File: config.mk
export PLATFORM = sky130hd
export DESIGN_NAME = pipelineCore_flat
export DESIGN_NICKNAME = d
export VERILOG_FILES = /design/src/design/cpuPkg.sv /design/src/design/memBusIf.sv /design/src/design/coreStatusIf.sv /design/src/design/pipelineCore.sv /design/src/flat_wrapper.sv
export VERILOG_INCLUDE_DIRS = /design/src /design/src/design
export SDC_FILE = /design/constraint.sdc
export NUM_CORES = 1
export LEC_CHECK = 0
export BUFFER_PORTS_ARGS = -buffer_cell sky130_fd_sc_hd__buf_2
export CORE_ASPECT_RATIO = 0.7
export CORE_MARGIN = 10
export CORE_UTILIZATION = 40
export CTS_CLUSTER_SIZE = 8
export DETAILED_ROUTE_END_ITERATION = 12
export HOLD_SLACK_MARGIN = 0.12
export SLEW_MARGIN = 20
export SYNTH_ARGS = -nofsm -noshare
export SYNTH_HDL_FRONTEND = slang
export SYNTH_SLANG_ARGS = --single-unit
File: constraint.sdc
create_clock -name clock -period 5.8 [get_ports clock]
set_input_delay 1.16 -clock clock [delete_from_list [all_inputs] [get_ports clock]]
set_output_delay 1.16 -clock clock [all_outputs]
set_load 0.05 [all_outputs]
File: src/design/cpu_cfg.svh
/* CPU configuration
   Word sizes, memory depth and the APB register map of the pipelined CPU */

`ifndef CPU_CFG_SVH
`define CPU_CFG_SVH

`define CPU_DATA_WIDTH      8
`define CPU_ADDR_WIDTH      8
`define CPU_MEM_DEPTH       256
`define CPU_REG_COUNT       4
`define CPU_COUNT_WIDTH     16

// APB side of the host port
`define CPU_APB_ADDR_WIDTH  12
`define CPU_APB_DATA_WIDTH  32
`define CPU_ADDR_CTRL       12'h000
`define CPU_ADDR_STATUS     12'h004
`define CPU_ADDR_CYCLES     12'h008
`define CPU_ADDR_RETIRED    12'h00C
`define CPU_ADDR_REG_BASE   12'h010
`define CPU_ADDR_REG_MASK   12'hFF3
`define CPU_ADDR_MEM_BASE   12'h100
`define CPU_ADDR_MEM_MASK   12'hF00

`endif

File: src/design/cpuPkg.sv
/* CPU package
   Instruction opcodes, ALU operations, APB slave states and the
   register file type shared by the core, the host port and the status bus */

`default_nettype none
`include "cpu_cfg.svh"

package cpuPkg;

  // Four-bit opcode in the low nibble of every instruction
  // ORI also decodes from 1111, since only the low three bits identify it
  typedef enum logic [3:0] {
    OP_LOAD  = 4'b0000,
    OP_STOP  = 4'b0001,
    OP_STORE = 4'b0010,
    OP_ADD   = 4'b0100,
    OP_BZ    = 4'b0101,
    OP_SUB   = 4'b0110,
    OP_ORI   = 4'b0111,
    OP_NAND  = 4'b1000,
    OP_BNZ   = 4'b1001,
    OP_NOP   = 4'b1010,
    OP_BPZ   = 4'b1101
  } opcodeE;

  typedef enum logic [2:0] {
    ALU_ADD,
    ALU_SUB,
    ALU_NAND,
    ALU_OR,
    ALU_PASS
  } aluOpE;

  typedef enum logic [1:0] {
    APB_IDLE,
    APB_ACCESS,
    APB_WAIT
  } apbStateE;

  // R0 is element 0
  typedef logic [`CPU_REG_COUNT-1:0][`CPU_DATA_WIDTH-1:0] regFileT;

endpackage

`default_nettype wire

File: src/design/memBusIf.sv
/* Memory bus
   Instruction, data and host ports of the unified memory, with one
   modport per side: the core, the host port and the memory itself */

`timescale 1ns/10ps
`default_nettype none
`include "cpu_cfg.svh"

interface memBusIf;
  // The instruction port returns read data one cycle after the address
  logic [`CPU_ADDR_WIDTH-1:0] instrAddr;
  logic [`CPU_DATA_WIDTH-1:0] instr;

  // The data port reads combinationally so execute sees the data in the same cycle
  logic [`CPU_ADDR_WIDTH-1:0] dataAddr;
  logic [`CPU_DATA_WIDTH-1:0] dataWdata;
  logic                       dataWe;
  logic [`CPU_DATA_WIDTH-1:0] dataRdata;

  // The host port has a registered read like the instruction port
  logic [`CPU_ADDR_WIDTH-1:0] hostAddr;
  logic [`CPU_DATA_WIDTH-1:0] hostWdata;
  logic                       hostWe;
  logic [`CPU_DATA_WIDTH-1:0] hostRdata;

  modport core (output instrAddr, dataAddr, dataWdata, dataWe, input instr, dataRdata);
  modport host (output hostAddr, hostWdata, hostWe, input hostRdata);
  modport mem (
    input  instrAddr, dataAddr, dataWdata, dataWe, hostAddr, hostWdata, hostWe,
    output instr, dataRdata, hostRdata
  );
endinterface

`default_nettype wire

File: src/design/coreStatusIf.sv
/* Core status bus
   Start request from the host and run state, retire pulses and
   register values from the core */

`timescale 1ns/10ps
`default_nettype none

interface coreStatusIf;
  logic            start;
  logic            running;
  logic            halted;
  // One pulse per instruction leaving writeback
  logic            retire;
  cpuPkg::regFileT regs;

  modport core (input start, output running, halted, retire, regs);
  modport host (output start, input running, halted, regs);
  modport monitor (input start, running, retire);
endinterface

`default_nettype wire

File: src/design/pipelineCore.sv
/* Pipeline core
   Fetch, read, execute and writeback stages with a four-entry register
   file, N and Z flags, writeback forwarding and a two-stage branch flush */

`timescale 1ns/10ps
`default_nettype none
`include "cpu_cfg.svh"

module pipelineCore (
  input  logic      clock,
  input  logic      reset,
  memBusIf.core     mem,
  coreStatusIf.core status
);
  logic [`CPU_ADDR_WIDTH-1:0] pc;
  logic [`CPU_ADDR_WIDTH-1:0] fetchAddr;
  logic [`CPU_ADDR_WIDTH-1:0] fetchPc;
  logic [`CPU_ADDR_WIDTH-1:0] readPc;
  logic [`CPU_ADDR_WIDTH-1:0] execPc;
  logic [`CPU_DATA_WIDTH-1:0] readInstr;
  logic [`CPU_DATA_WIDTH-1:0] execInstr;
  logic [`CPU_DATA_WIDTH-1:0] wbInstr;
  logic [`CPU_DATA_WIDTH-1:0] opA;
  logic [`CPU_DATA_WIDTH-1:0] opB;
  logic [`CPU_DATA_WIDTH-1:0] opAFwd;
  logic [`CPU_DATA_WIDTH-1:0] opBFwd;
  logic [`CPU_DATA_WIDTH-1:0] aluB;
  logic [`CPU_DATA_WIDTH-1:0] aluOut;
  logic [`CPU_DATA_WIDTH-1:0] wbData;
  logic [1:0]                 wbDest;
  cpuPkg::aluOpE              aluOp;
  cpuPkg::regFileT            regs;
  logic fetchValid;
  logic readValid;
  logic execValid;
  logic wbValid;
  logic wbWrite;
  logic execLive;
  logic halting;
  logic taken;
  logic flagWe;
  logic storeOp;
  logic branchCond;
  logic nFlag;
  logic zFlag;
  logic running;
  logic halted;

  function automatic logic isOri(input logic [`CPU_DATA_WIDTH-1:0] instr);
    return instr[2:0] == 3'b111;
  endfunction

  // ORI has no register field and always targets R1
  function automatic logic [1:0] regA(input logic [`CPU_DATA_WIDTH-1:0] instr);
    return isOri(instr) ? 2'd1 : instr[7:6];
  endfunction

  function automatic logic writesReg(input logic [`CPU_DATA_WIDTH-1:0] instr);
    if (isOri(instr)) begin
      return 1'b1;
    end
    case (cpuPkg::opcodeE'(instr[3:0]))
      cpuPkg::OP_LOAD, cpuPkg::OP_ADD, cpuPkg::OP_SUB, cpuPkg::OP_NAND: return 1'b1;
      default: return 1'b0;
    endcase
  endfunction

  assign halting  = wbValid && (cpuPkg::opcodeE'(wbInstr[3:0]) == cpuPkg::OP_STOP);
  // Anything younger than a STOP in writeback is discarded
  assign execLive = execValid && !halting;
  assign wbWrite  = wbValid && writesReg(wbInstr);
  assign wbDest   = regA(wbInstr);
  assign opAFwd   = (wbWrite && wbDest == regA(execInstr)) ? wbData : opA;
  assign opBFwd   = (wbWrite && wbDest == execInstr[5:4]) ? wbData : opB;

  always_comb begin
    aluOp      = cpuPkg::ALU_PASS;
    aluB       = opBFwd;
    flagWe     = 1'b0;
    storeOp    = 1'b0;
    branchCond = 1'b0;
    if (isOri(execInstr)) begin
      aluOp  = cpuPkg::ALU_OR;
      aluB   = {3'b000, execInstr[7:3]};
      flagWe = 1'b1;
    end else begin
      case (cpuPkg::opcodeE'(execInstr[3:0]))
        cpuPkg::OP_LOAD:  aluB = mem.dataRdata;
        cpuPkg::OP_STORE: storeOp = 1'b1;
        cpuPkg::OP_ADD: begin
          aluOp  = cpuPkg::ALU_ADD;
          flagWe = 1'b1;
        end
        cpuPkg::OP_SUB: begin
          aluOp  = cpuPkg::ALU_SUB;
          flagWe = 1'b1;
        end
        cpuPkg::OP_NAND: begin
          aluOp  = cpuPkg::ALU_NAND;
          flagWe = 1'b1;
        end
        cpuPkg::OP_BZ:  branchCond = zFlag;
        cpuPkg::OP_BNZ: branchCond = !zFlag;
        cpuPkg::OP_BPZ: branchCond = !nFlag;
        default:        branchCond = 1'b0;
      endcase
    end
  end

  always_comb begin
    case (aluOp)
      cpuPkg::ALU_ADD:  aluOut = opAFwd + aluB;
      cpuPkg::ALU_SUB:  aluOut = opAFwd - aluB;
      cpuPkg::ALU_NAND: aluOut = ~(opAFwd & aluB);
      cpuPkg::ALU_OR:   aluOut = opAFwd | aluB;
      default:          aluOut = aluB;
    endcase
  end

  // A taken branch fetches its target in the same cycle, so only the
  // fetch and read stages need to be turned into bubbles
  assign taken     = execLive && branchCond;
  assign fetchAddr = taken ? execPc + 1'b1 + {{4{execInstr[7]}}, execInstr[7:4]} : pc;

  assign mem.instrAddr = fetchAddr;
  assign mem.dataAddr  = opBFwd;
  assign mem.dataWdata = opAFwd;
  assign mem.dataWe    = execLive && storeOp;

  always_ff @(posedge clock or posedge reset) begin
    if (reset) begin
      pc <= '0;
      {fetchValid, readValid, execValid, wbValid} <= '0;
      {running, halted, nFlag, zFlag} <= '0;
    end else if (status.start) begin
      pc <= '0;
      {fetchValid, readValid, execValid, wbValid} <= '0;
      running <= 1'b1;
      halted  <= 1'b0;
    end else if (halting) begin
      {fetchValid, readValid, execValid, wbValid} <= '0;
      running <= 1'b0;
      halted  <= 1'b1;
    end else begin
      if (running) begin
        pc <= fetchAddr + 1'b1;
      end
      fetchValid <= running;
      readValid  <= fetchValid && !taken;
      execValid  <= readValid && !taken;
      wbValid    <= execLive;
      if (execLive && flagWe) begin
        nFlag <= aluOut[`CPU_DATA_WIDTH-1];
        zFlag <= aluOut == '0;
      end
    end
  end

  always_ff @(posedge clock) begin
    fetchPc   <= fetchAddr;
    readInstr <= mem.instr;
    readPc    <= fetchPc;
    execInstr <= readInstr;
    execPc    <= readPc;
    // Read-through covers a writeback to the same register this cycle
    opA       <= (wbWrite && wbDest == regA(readInstr)) ? wbData : regs[regA(readInstr)];
    opB       <= (wbWrite && wbDest == readInstr[5:4]) ? wbData : regs[readInstr[5:4]];
    wbInstr   <= execInstr;
    wbData    <= aluOut;
  end

  always_ff @(posedge clock or posedge reset) begin
    if (reset) begin
      regs <= '0;
    end else if (wbWrite) begin
      regs[wbDest] <= wbData;
    end
  end

  assign status.running = running;
  assign status.halted  = halted;
  assign status.retire  = wbValid;
  assign status.regs    = regs;

  assert property (@(posedge clock) disable iff (reset) halted |-> !status.retire)
    else $error("instruction retired after the core halted");

endmodule

`default_nettype wire

File: src/flat_wrapper.sv
// flat-port wrapper written by rule: the top's interface ports become plain ports
module pipelineCore_flat 
  (clock, reset, mem_instrAddr, mem_dataAddr, mem_dataWdata, mem_dataWe, mem_instr, mem_dataRdata, status_start, status_running, status_halted, status_retire, status_regs);
  memBusIf mem_i ();
  coreStatusIf status_i ();
  input  logic clock;
  input  logic reset;
  output wire logic [$bits(mem_i.instrAddr)-1:0] mem_instrAddr;
  output wire logic [$bits(mem_i.dataAddr)-1:0] mem_dataAddr;
  output wire logic [$bits(mem_i.dataWdata)-1:0] mem_dataWdata;
  output wire logic [$bits(mem_i.dataWe)-1:0] mem_dataWe;
  input wire logic [$bits(mem_i.instr)-1:0] mem_instr;
  input wire logic [$bits(mem_i.dataRdata)-1:0] mem_dataRdata;
  input wire logic [$bits(status_i.start)-1:0] status_start;
  output wire logic [$bits(status_i.running)-1:0] status_running;
  output wire logic [$bits(status_i.halted)-1:0] status_halted;
  output wire logic [$bits(status_i.retire)-1:0] status_retire;
  output wire logic [$bits(status_i.regs)-1:0] status_regs;
  assign mem_instrAddr = mem_i.instrAddr;
  assign mem_dataAddr = mem_i.dataAddr;
  assign mem_dataWdata = mem_i.dataWdata;
  assign mem_dataWe = mem_i.dataWe;
  assign mem_i.instr = mem_instr;
  assign mem_i.dataRdata = mem_dataRdata;
  assign status_i.start = status_start;
  assign status_running = status_i.running;
  assign status_halted = status_i.halted;
  assign status_retire = status_i.retire;
  assign status_regs = status_i.regs;
  pipelineCore u_core (.clock(clock), .reset(reset), .mem(mem_i), .status(status_i));
endmodule
Yosys cells after proc, flatten, opt, wreduce, memory -nomap -nowiden:

Cells that the tools add are included.

* bits of input ports: 19
* logic and storage cells: 129
* output and inout bits: 60
* register bits: 120

* $lt $le $gt $ge: 4
* muxes and demuxes: 44
* bitwise logic cells: 5
* equal/unequal tests: 22
* reductions and logical operators: 27
* add/subtract/negate cells: 5

Operators with widths (number)
* 8-bit two-way mux: 13
* 8-bit binary-select mux with 2-bit select: 2
* 32-bit bitwise mux: 1
* 8-bit case mux with 4 select lines: 1
* 4-bit by 3-bit equality test with 1-bit output (second input constant): 5
* 1-bit two-way mux: 20
* 8-bit by 1-bit adder with 8-bit output (second input constant): 2
* 8-bit adder: 2
* 8-bit demux with 2-bit select: 1
* 4-bit equality test (second input constant): 4
* 1-bit logical AND: 13
* 3-bit equality test (second input constant): 3
* 2-bit by 3-bit less-than comparator with 1-bit output (second input constant): 3
* 3-bit case mux with 3 select lines: 1
* 8-bit bitwise AND: 1
* 2-bit equality test: 4
* 4-bit zero test: 2
* 8-bit zero test: 1
* 8-bit NOT: 1
* 8-bit bitwise OR: 1
* 8-bit subtractor: 1
* 3-bit by 2-bit equality test with 1-bit output (second input constant): 2
* 2-bit two-way mux: 3
* 4-bit by 1-bit equality test with 1-bit output (second input constant): 1
* 14 further kinds: 19

Logic depth before layout (Yosys ltp):

Gate-level depths: netlist of run 1.

* depth in word-level cells: 13
* depth in mapped cells: 22
* mapped depth without buffers: 20

Worst setup path before layout of run 1:

Ideal clock, no wire load.

* kind: flip-flop to flip-flop
* from: reg u_core.wbValid, in the netlist u_core.status.retire
* to: reg u_core.zFlag
* arrival: 4.573 ns
* data required time: 5.705 ns
* setup time: 0.095 ns
* clock period less this slack: 4.669 ns
* buffers on the path: 1
* cell stages (with the launch flop): 20
* setup slack: 1.131 ns
* cells stage by stage: dfrtp_1 > and4_4 > o2bb2ai_1 > buf_6 > mux2i_1 > inv_1 > o221ai_2 > ha_1 > nor2_1 > xnor2_1 > ha_1 > a21oi_1 > a21boi_0 > o21ai_0 > nand2b_1 > xnor2_1 > nor2_1 > or4_4 > or3_1 > o31ai_1

* elaborated cells between the ends (all ways): 20
* classes of those cells: add/sub: 2; mux: 5; bitwise: 4; reduce/logical: 9

RTL lines
* start: declaration: line pipelineCore.sv:36 `logic wbValid;`
* start signal: assignment: line pipelineCore.sv:151 `wbValid <= execLive;`
* 1-bit logical AND (*): line pipelineCore.sv:71 `assign wbWrite = wbValid && writesReg(wbInstr);`
* 1-bit logical AND (*): line pipelineCore.sv:74 `assign opBFwd = (wbWrite && wbDest == execInstr[5:4]) ? wbData : opB;`
* 8-bit two-way mux (*): line pipelineCore.sv:74
* net mem_dataAddr[1]: line flat_wrapper.sv:9 `output wire logic [$bits(mem_i.dataAddr)-1:0] mem_dataAddr;`
* 8-bit two-way mux (*): line pipelineCore.sv:87 `case (cpuPkg::opcodeE'(execInstr[3:0]))`
* 8-bit two-way mux (*): line pipelineCore.sv:82 `if (isOri(execInstr)) begin`
* 8-bit subtractor / 8-bit adder (equally long branches): line pipelineCore.sv:113, pipelineCore.sv:112
* 8-bit case mux with 4 select lines (*): line pipelineCore.sv:111 `case (aluOp)`
* net u_core.aluOut[5]: line pipelineCore.sv:28 `` logic [`CPU_DATA_WIDTH-1:0] aluOut; ``
* 8-bit zero test (*): line pipelineCore.sv:154 `zFlag <= aluOut == '0;`
* end signal: assignment: line pipelineCore.sv:134 `{running, halted, nFlag, zFlag} <= '0;`
* end signal: assignment: line pipelineCore.sv:154
* end: declaration: line pipelineCore.sv:45 `logic zFlag;`

The timed path passes the listed nets; every way through them passes the cells marked *.
A chain may end at the register's enable or synchronous reset.

Worst setup path in the final report of run 1:

* from: reg u_core.wbInstr[6]
* to: reg u_core.zFlag

* word-level cells in the longest chain between the ends: 10
* elaborated cells between the ends (all ways): 16
* classes of those cells: add/sub: 2; eq/ne: 2; mux: 6; bitwise: 3; reduce/logical: 3

RTL lines
* start: declaration: line pipelineCore.sv:22 `` logic [`CPU_DATA_WIDTH-1:0] wbInstr; ``
* start signal: assignment: line pipelineCore.sv:168 `wbInstr <= execInstr;`
* 2-bit two-way mux (*): line pipelineCore.sv:55 `return isOri(instr) ? 2'd1 : instr[7:6];`
* parallel branches: the longest is 7 deep, another holds 8-bit subtractor
* 8-bit case mux with 4 select lines (*): line pipelineCore.sv:111
* net u_core.aluOut[5]: line pipelineCore.sv:28
* 8-bit zero test (*): line pipelineCore.sv:154

Mark *: on every way through the listed nets, which the timed path passes.

==> out/results.txt, run 1 <==
Worst path required time -> 6.12 ns
Die height -> 122 um
Final Setup Violations -> 0
WL per Instance -> 19.9 um
Final HPWL DP -> 13.1 mm
Synth area leader -> dfxtp_1
# clock sinks -> 118
Critical path peak fanout -> 13
Worst-Margin Slew -> 0.923 ns
R2r startpoint -> u_core.wbInstr[6]$_DFF_P_
Residual DRC -> 0
Max Clock Skew -> 0.00969 ns
Static leakage -> 3.20 nW
Post-CTS Hold Fix Bufs -> 0
Layout Area Growth over Synthesis -> 20.1%
Synthesized net count -> 620
Setup TNS -> 0 ns
Clock root buffer -> clkbuf_16
Async SR Flop Fraction -> 40.7%
Postcts setup bufs -> 0
Worst Hold Class -> register to register
Worst Setup Start Kind -> register
Final net count -> 697
Placed cell count -> 834
I/O pins -> 79
Reg-to-reg slack, setup -> 0.62 ns
Sequential area share after synthesis -> 44.1%
Critical path endpoint category -> register
Synth warn -> 0
RR Endpoint -> u_core.zFlag$_DFFE_PP0P_
Top post-synthesis cells by area -> dfxtp_1, dfrtp_1, mux2_2
Avg Cell Area, Syn -> 10.2 sq um
Synth Flop Type -> dfxtp_1
I/O Buffers -> 78
Critical Path Start -> u_core.wbInstr[6]$_DFF_P_
Minimum clock period -> 5.18 ns
Total Routing Usage GR -> 17.4%
Syn Inst Count -> 581
FF+latch count, synth -> 118
Final ANT Viol Nets -> 0
Crit path kind -> register to register
Clock latency on the worst-skew pair -> 0.42 ns
Layout fillers -> 1362
Hold Violations, Final -> 0
Status -> complete, no violations
CTS buffer count -> 17
CTS tree -> yes
Fin crit share -> 89.3%
Synth top area share -> 23.7%
Vias in the first global route -> 4755
Non-Filler Instances -> 866
Worst reg-to-reg path cell count -> 19
Starting density of the core -> 40.5%
CTS H-tree depth -> 4
DR iter-0 viols -> 424
Rel. slew slack -> 38.5%
ANT cells -> 0
Standard-cell rows -> 37
Share of layout cells above drive strength 1 -> 27.9%
CTS Buffer Depth -> 2
1st-pass router iterations -> 5
Count of pins over their slew limit -> 0
Mapped cell area -> 5900 sq um
Die ar. -> 20100 sq um
Register clock-pin slew on the reported worst setup and hold paths -> 0.06 ns
VDD IR max -> 168 uV
Cell variety after synth -> 69
Pin count of the biggest net entering global routing -> 49
Antenna violations before repair -> 0
Data arrival time of the critical path -> 5.49 ns
Post-CTS Resized -> 0
Routed vias -> 4845
First-pass GRT wire length -> 27.3 mm
Pwr/cell area -> 359 nW/um^2
Max_cap viols -> 0
GRT overflow -> 0
Core area -> 14600 sq um
RSZ-0062 raised after global routing -> false
Post-synth EDFFs -> 0
Drt total wl -> 17.2 mm
Max Freq -> 0.193 GHz
Vias/cell -> 5.59
Commonest cells post-synth -> dfxtp_1, nand2_1, dfrtp_1, mux2_2, o21ai_0
Cell with the most instances after synthesis -> dfxtp_1
Total power -> 2.55 mW
Crit path to -> u_core.zFlag$_DFFE_PP0P_
Die Wd -> 165 um
Final Util -> 48.6%
Placer Congestion -> 0.936
==> layer usage <==
layer | vias to the layer above | global-route usage, % | part of all wire (%)
met4 | 0 | 5.46 | 1.5
met5 | - | 0 | 0
met2 | 192 | 23.4 | 41
met1 | 2354 | 26.5 | 51
met3 | 25 | 3.81 | 6.9
li1 | 2274 | - | -
==> how the worst min path moves through the flow <==
stage	start	cells after the start	endpoint
CTS	u_core.fetchPc[0]$_DFF_P_	0	u_core.readPc[0]$_DFF_P_
global route	u_core.fetchPc[0]$_DFF_P_	0	u_core.readPc[0]$_DFF_P_
global placement	u_core.readPc[5]$_DFF_P_	0	u_core.execPc[5]$_DFF_P_
finish	u_core.fetchPc[0]$_DFF_P_	0	u_core.readPc[0]$_DFF_P_
floorplan	u_core.readInstr[3]$_DFF_P_	0	u_core.execInstr[3]$_DFF_P_
detailed placement	u_core.fetchPc[0]$_DFF_P_	0	u_core.readPc[0]$_DFF_P_
==> layout by cell type, fill, tap and decap left out, types with 10 or more instances in the layout <==
cell,n
buf_2,78
dfxtp_1,70
nand2_1,64
mux2_2,48
dfrtp_1,48
o21ai_0,33
nor2_1,31
nand3_1,19
a21oi_1,18
inv_1,18
ha_1,18
clkbuf_16,18
nand2b_1,14
o21a_1,13
xor2_1,12
mux2i_1,10
o221ai_1,10
==> final cells by class <==
class                   count  area (sq um)  share of cell area [%]
clock buffers              21           472                    6.66
clock inverters            11           145                    2.05
inverters                  19          72.6                    1.02
multi-input cells         418          3120                    44.0
flip-flops and latches    118          2600                    36.7
well taps                 195           244                    3.44
repair buffers             84           435                    6.14
==> logic make-up after synthesis <==
group | share of synthesized area, %
XOR/XNOR | 3.35
multiplexers | 14.6
flip-flops | 44.1
adder cells (fa/ha/maj) | 4.49
AND/OR/NAND/NOR | 15.8
AO/OA/AOI/OAI | 14.4
buffers and inverters | 3.29
==> where the power goes <==
| part | switching, mW | internal (mW) | leakage [nW] |
|---|---|---|---|
| Sequential | 0.0730 | 0.878 | 1.23 |
| Combinational | 0.316 | 0.182 | 1.67 |
| Clock | 0.383 | 0.714 | 0.303 |
| Total | 0.772 | 1.77 | 3.20 |
==> worst max-delay path: stages, from the launching register on <==
cell and delay, ns:
dfxtp_1 0.61, nand2b_1 0.23, a211oi_1 0.34, o2bb2ai_2 0.28, mux2i_1 0.32, a21oi_1 0.12
a21oi_1 0.42, ha_1 0.28, nor2_1 0.07, xnor2_1 0.12, ha_1 0.33, a21oi_1 0.19
a21boi_0 0.13, o21ai_0 0.24, nand2b_1 0.11, xnor2_1 0.15, nor2_1 0.05, or4_4 0.53
or3_1 0.32, o31ai_1 0.23
==> registers in the layout (all words and copies together), names as in the netlist, 6 cells and up <==
signal	cells
u_core.execPc	8
u_core.opB	8
u_core.opA	8
u_core.readInstr	8
u_core.wbData	8
u_core.status.regs	32
u_core.readPc	8
u_core.execInstr	8
u_core.wbInstr	6
u_core.fetchPc	8
u_core.pc	8
==> stage by stage <==
step	hold WS, ns	worst slack [ns]	cell area [sq um]
after floorplan	0.310	1.13	5900
after global placement	0.310	0.792	6460
after detailed placement	0.312	0.564	6460
after CTS	0.320	0.565	7080
after global routing	0.322	0.161	7090
final	0.320	0.623	7090
Power figures use the tool's default switching activity.
==> run 2: changes to the inputs <==
CORE_UTILIZATION = 58   (was 40)
PLACE_DENSITY = 0.8   (was default)
clock period = 5.4 ns   (was 5.8 ns; I/O delays follow)
==> run 2 against run 1 <==
- core utilization grew 22 points
- sequential share of layout area increased by 0.72 points
- hold slack gained 0.0035 ns
- critical path type unchanged
- critical endpoint unchanged
==> out/results.txt, run 2 (synthesis results as in run 1) <==
Largest register FFs -> 32
Design internal power -> 1.86 mW
Count of pins over their slew limit -> 0
Rel. slew slack -> 28.3%
Critical path endpoint category -> register
Seq pwr share -> 38.1%
Setup TNS -> 0 ns
Fin crit share -> 90.7%
Data arrival time of the critical path -> 5.21 ns
1st-pass router iterations -> 5
Max_cap viols -> 0
Vias/cell -> 6.29
Die Wd -> 141 um
Core area -> 9800 sq um
Standard-cell rows -> 30
Worst-Margin Slew -> 1.07 ns
I/O pins -> 79
Total Routing Usage GR -> 22.8%
Combinational Power Share -> 20.0%
Max Clock Skew -> 0.00963 ns
CTS tree -> yes
Antenna violations before repair -> 0
Hold Violations, Final -> 0
Placer Congestion -> 1.00
Crit path to -> u_core.zFlag$_DFFE_PP0P_
I/O Buffers -> 78
Clock power frac -> 41.8%
DR iter-0 viols -> 570
ANT cells -> 0
Drt total wl -> 16.8 mm
First-pass GRT wire length -> 26.9 mm
Vias in the first global route -> 4882
Final net count -> 694
VDD IR max -> 228 uV
Die ar. -> 14700 sq um
Register clock-pin slew on the reported worst setup and hold paths -> 0.06 ns
Final HPWL DP -> 12.4 mm
Critical Path Start -> u_core.wbInstr[7]$_DFF_P_
Critical path peak fanout -> 12
Reg-to-reg slack, setup -> 0.50 ns
Final ANT Viol Nets -> 0
Routed vias -> 5004
WL per Instance -> 21.1 um
Top reg by flops -> u_core.status.regs
GRT overflow -> 0
Starting density of the core -> 60.2%
Die height -> 104 um
Commonest non-fill, non-tap cell in the layout -> buf_2
Final Setup Violations -> 0
Sw Ratio -> 30.9%
Worst path required time -> 5.71 ns
Share of layout cells above drive strength 1 -> 27.5%
Clock latency on the worst-skew pair -> 0.41 ns
# clock sinks -> 118
Post-route setup slack -> 0.501 ns
Status -> complete, no violations
CTS buffer count -> 17
Psw -> 0.829 mW
R2r startpoint -> u_core.wbInstr[7]$_DFF_P_
Postcts setup bufs -> 0
Max Freq -> 0.204 GHz
Clock root buffer -> clkbuf_16
Dpl ws -> 0.425 ns
Crit path kind -> register to register
Hold depth -> 0
RR Endpoint -> u_core.zFlag$_DFFE_PP0P_
Worst reg-to-reg path cell count -> 19
Static leakage -> 3.16 nW
Residual DRC -> 0
Pin count of the biggest net entering global routing -> 49
Pwr/cell area -> 386 nW/um^2
CTS H-tree depth -> 4
Total power -> 2.68 mW
Worst Setup Start Kind -> register
Commonest cells after routing, fill and taps aside -> buf_2, dfxtp_1, nand2_1, mux2_2, dfrtp_1
Worst Hold Class -> register to register
Layout Area Growth over Synthesis -> 17.8%
Minimum clock period -> 4.90 ns
RSZ-0062 raised after global routing -> false
CTS Buffer Depth -> 2
-- run 2: how the worst min path moves through the flow --
stage                                           start                           to  slack (ns)
after floorplan           u_core.readInstr[3]$_DFF_P_  u_core.execInstr[3]$_DFF_P_        0.31
final                     u_core.readInstr[3]$_DFF_P_  u_core.execInstr[3]$_DFF_P_        0.32
after global routing         u_core.readPc[7]$_DFF_P_     u_core.execPc[7]$_DFF_P_        0.33
after detailed placement  u_core.readInstr[3]$_DFF_P_  u_core.execInstr[3]$_DFF_P_        0.31
after global placement      u_core.fetchPc[2]$_DFF_P_     u_core.readPc[2]$_DFF_P_        0.31
after CTS                   u_core.fetchPc[0]$_DFF_P_     u_core.readPc[0]$_DFF_P_        0.32
-- run 2: critical path, stage by stage (launching register included) --
cell       delay (ns)
dfxtp_1          0.44
nor4_1           0.31
a31oi_1          0.07
o2bb2ai_1        0.51
mux2i_1          0.32
inv_1            0.11
o221ai_2         0.32
ha_1             0.26
nor2_1           0.07
xnor2_1          0.13
ha_1             0.33
a21oi_1          0.18
a21boi_0         0.13
o21ai_0          0.22
nand2b_1         0.10
xnor2_1          0.16
nor2_1           0.06
or4_4            0.53
or3_1            0.31
o31ai_1          0.23
-- run 2: area by class of cell --
class / count / area (sq um)
Inverter: 19 / 72.6
Timing Repair Buffer: 81 / 413
Sequential cell: 118 / 2600
Tap cell: 128 / 160
Fill cell: 745 / 2840
Clock inverter: 10 / 121
Multi-Input combinational cell: 418 / 3110
Clock buffer: 22 / 474
-- run 2: power groups by stage --
stage / combinational [mW] / sequential, mW / clock, mW
finish: 0.538 / 1.02 / 1.12
global route: 0.577 / 1.03 / 1.17
CTS: 0.533 / 1.02 / 1.13
detailed placement: 0.528 / 1.04 / 0
global placement: 0.516 / 1.03 / 0
floorplan: 0.362 / 1.06 / 0
-- run 2: layer usage --
layer | track usage (%) | routed length [um] | vias to the layer above
li1 | - | - | 2261
met1 | 32.1 | 7650 | 2467
met2 | 33.1 | 7350 | 246
met3 | 6.75 | 1540 | 30
met4 | 5.44 | 238 | 0
met5 | 0 | 0 | -
-- run 2: what timing repair did --
action,CTS,global route
resized for setup,0,2
hold buffers,0,0
endpoints found under the setup margin,0,1
-- run 2: stage by stage --
step / util, % / instances / cell area (sq um) / hold slack, ns
after global routing: 71.0 / 796 / 6950 / 0.330
after detailed placement: 64.8 / 764 / 6350 / 0.312
after floorplan: - / 581 / 5900 / 0.310
after CTS: 70.9 / 796 / 6950 / 0.324
after global placement: 64.8 / 764 / 6350 / 0.310
final: 71.0 / 796 / 6950 / 0.323
==> run 3: changes to the inputs <==
CORE_UTILIZATION = 60   (was 58)
CTS_BUF_LIST = sky130_fd_sc_hd__clkbuf_4   (was default)
PLACE_DENSITY = 0.83   (was 0.8)
==> run 3 against run 2 <==
- hold slack improved by 0.0033 ns
- flip-flop and latch count did not move
- count of clock-buffer cells in the layout shrank 5
- largest power group is now sequential cells
- sequential share of layout area grew 1.6 points
==> out/results.txt, run 3 (synthesis results as in run 1) <==
Status -> complete, no violations
Max_cap viols -> 0
Final net count -> 696
I/O pins -> 79
Die height -> 103 um
Share of layout cells above drive strength 1 -> 27.9%
Count of pins over their slew limit -> 0
Max Freq -> 0.208 GHz
Final Cell Area -> 6670 sq um
Hold depth -> 0
Largest register FFs -> 32
Data arrival time of the critical path -> 5.24 ns
Min-delay src -> u_core.readPc[6]$_DFF_P_
I/O Buffers -> 78
Starting density of the core -> 61.2%
Pin count of the biggest net entering global routing -> 49
Worst Setup Start Kind -> register
Post-CTS Hold Fix Bufs -> 0
Vias in the first global route -> 4920
Die Wd -> 139 um
Final Util -> 69.1%
Critical Path Start -> u_core.wbInstr[2]$_DFF_P_
RSZ-0062 raised after global routing -> false
Residual DRC -> 0
Max Clock Skew -> 0.0178 ns
Critical path endpoint category -> register
Placer Congestion -> 1.02
Routed vias -> 5044
First-pass GRT wire length -> 26.7 mm
Reg-to-reg slack, setup -> 0.60 ns
Rel. slew slack -> 24.8%
Layout Area Growth over Synthesis -> 13.0%
Worst Hold Class -> register to register
WL per Instance -> 21.2 um
Vias/cell -> 6.32
Clock latency on the worst-skew pair -> 0.54 ns
Antenna violations before repair -> 0
Final HPWL DP -> 12.4 mm
Pwr/cell area -> 335 nW/um^2
Setup TNS -> 0 ns
Fin crit share -> 88.9%
Drt total wl -> 16.9 mm
Top reg by flops -> u_core.status.regs
DR iter-0 viols -> 798
Static leakage -> 3.06 nW
# clock sinks -> 118
Total Routing Usage GR -> 23.5%
Worst reg-to-reg path cell count -> 17
Register clock-pin slew on the reported worst setup and hold paths -> 0.13 ns
Total power -> 2.23 mW
Placed cell areas -> 6370 sq um
Postcts setup bufs -> 0
CTS H-tree depth -> 4
1st-pass router iterations -> 8
Worst hold slack -> 0.326 ns
Final Setup Violations -> 0
Layout fillers -> 727
Standard-cell rows -> 30
Commonest non-fill, non-tap cell in the layout -> buf_2
GRT overflow -> 0
Commonest cells after routing, fill and taps aside -> buf_2, dfxtp_1, nand2_1, mux2_2, dfrtp_1
Worst path required time -> 5.84 ns
Die ar. -> 14300 sq um
Crit path kind -> register to register
Core area -> 9650 sq um
R2r startpoint -> u_core.wbInstr[2]$_DFF_P_
Hold Violations, Final -> 0
ANT cells -> 0
CTS tree -> yes
Critical path peak fanout -> 9
Minimum clock period -> 4.80 ns
Final ANT Viol Nets -> 0
VDD IR max -> 314 uV
Clock root buffer -> clkbuf_4
Worst-Margin Slew -> 1.13 ns
CTS buffer count -> 17
CTS Buffer Depth -> 2
## run 3: layer usage
| metal | routed length [um] | track usage [%] |
|---|---|---|
| met5 | 0 | 0 |
| met4 | 206 | 5.82 |
| met3 | 1690 | 7.73 |
| met2 | 7410 | 35.6 |
| met1 | 7620 | 31.9 |
## run 3: stage by stage
| stage | std cells | setup WS, ns |
|---|---|---|
| final | 798 | 0.598 |
| after global routing | 798 | 0.0403 |
| after CTS | 798 | 0.420 |
| after detailed placement | 766 | 0.420 |
| after global placement | 766 | 0.657 |
| after floorplan | 581 | 0.731 |
## run 3: worst max-delay path: stages (launching register included)
cell	delay, ns
dfxtp_1	0.45
nand3_1	0.28
a211oi_1	0.28
o2bb2ai_1	0.23
buf_4	0.27
mux2_4	0.34
o31a_2	0.35
o21ai_0	0.24
xor2_1	0.20
ha_1	0.28
a21boi_0	0.15
o21ai_0	0.24
nand2b_1	0.11
xnor2_1	0.16
nor2_1	0.06
or4_4	0.53
or3_1	0.31
o31ai_1	0.23
## run 3: report_power, final
group	switching, mW	internal [mW]	leakage, nW
Sequential	0.0808	0.941	1.23
Clock	0.384	0.287	0.162
Combinational	0.343	0.196	1.66
Total	0.808	1.42	3.06
## run 3: layout make-up
cell class / count / area [sq um] / share of cell area [%]
multi-input combinational: 418 / 3110 / 46.6
inverter: 19 / 72.6 / 1.09
clock buffer: 17 / 128 / 1.91
tap: 128 / 160 / 2.40
timing repair buffer: 83 / 428 / 6.42
sequential: 118 / 2600 / 39.0
clock inverter: 15 / 169 / 2.53
## run 3: final timing paths
| check | end |
|---|---|
| setup / recovery | u_core.zFlag$_DFFE_PP0P_ |
| hold / removal | u_core.execPc[6]$_DFF_P_ |
| setup reg to reg | u_core.zFlag$_DFFE_PP0P_ |
| hold reg to reg | u_core.execPc[6]$_DFF_P_ |
| max in group asynchronous | u_core.status.regs[7]$_DFFE_PP0P_ |
| min in group asynchronous | u_core.readValid$_DFF_PP0_ |
## run 3: timing repair
action	in CTS	in global routing
setup endpoints to repair	0	1
gates resized for setup	0	2
hold endpoints to repair	0	0
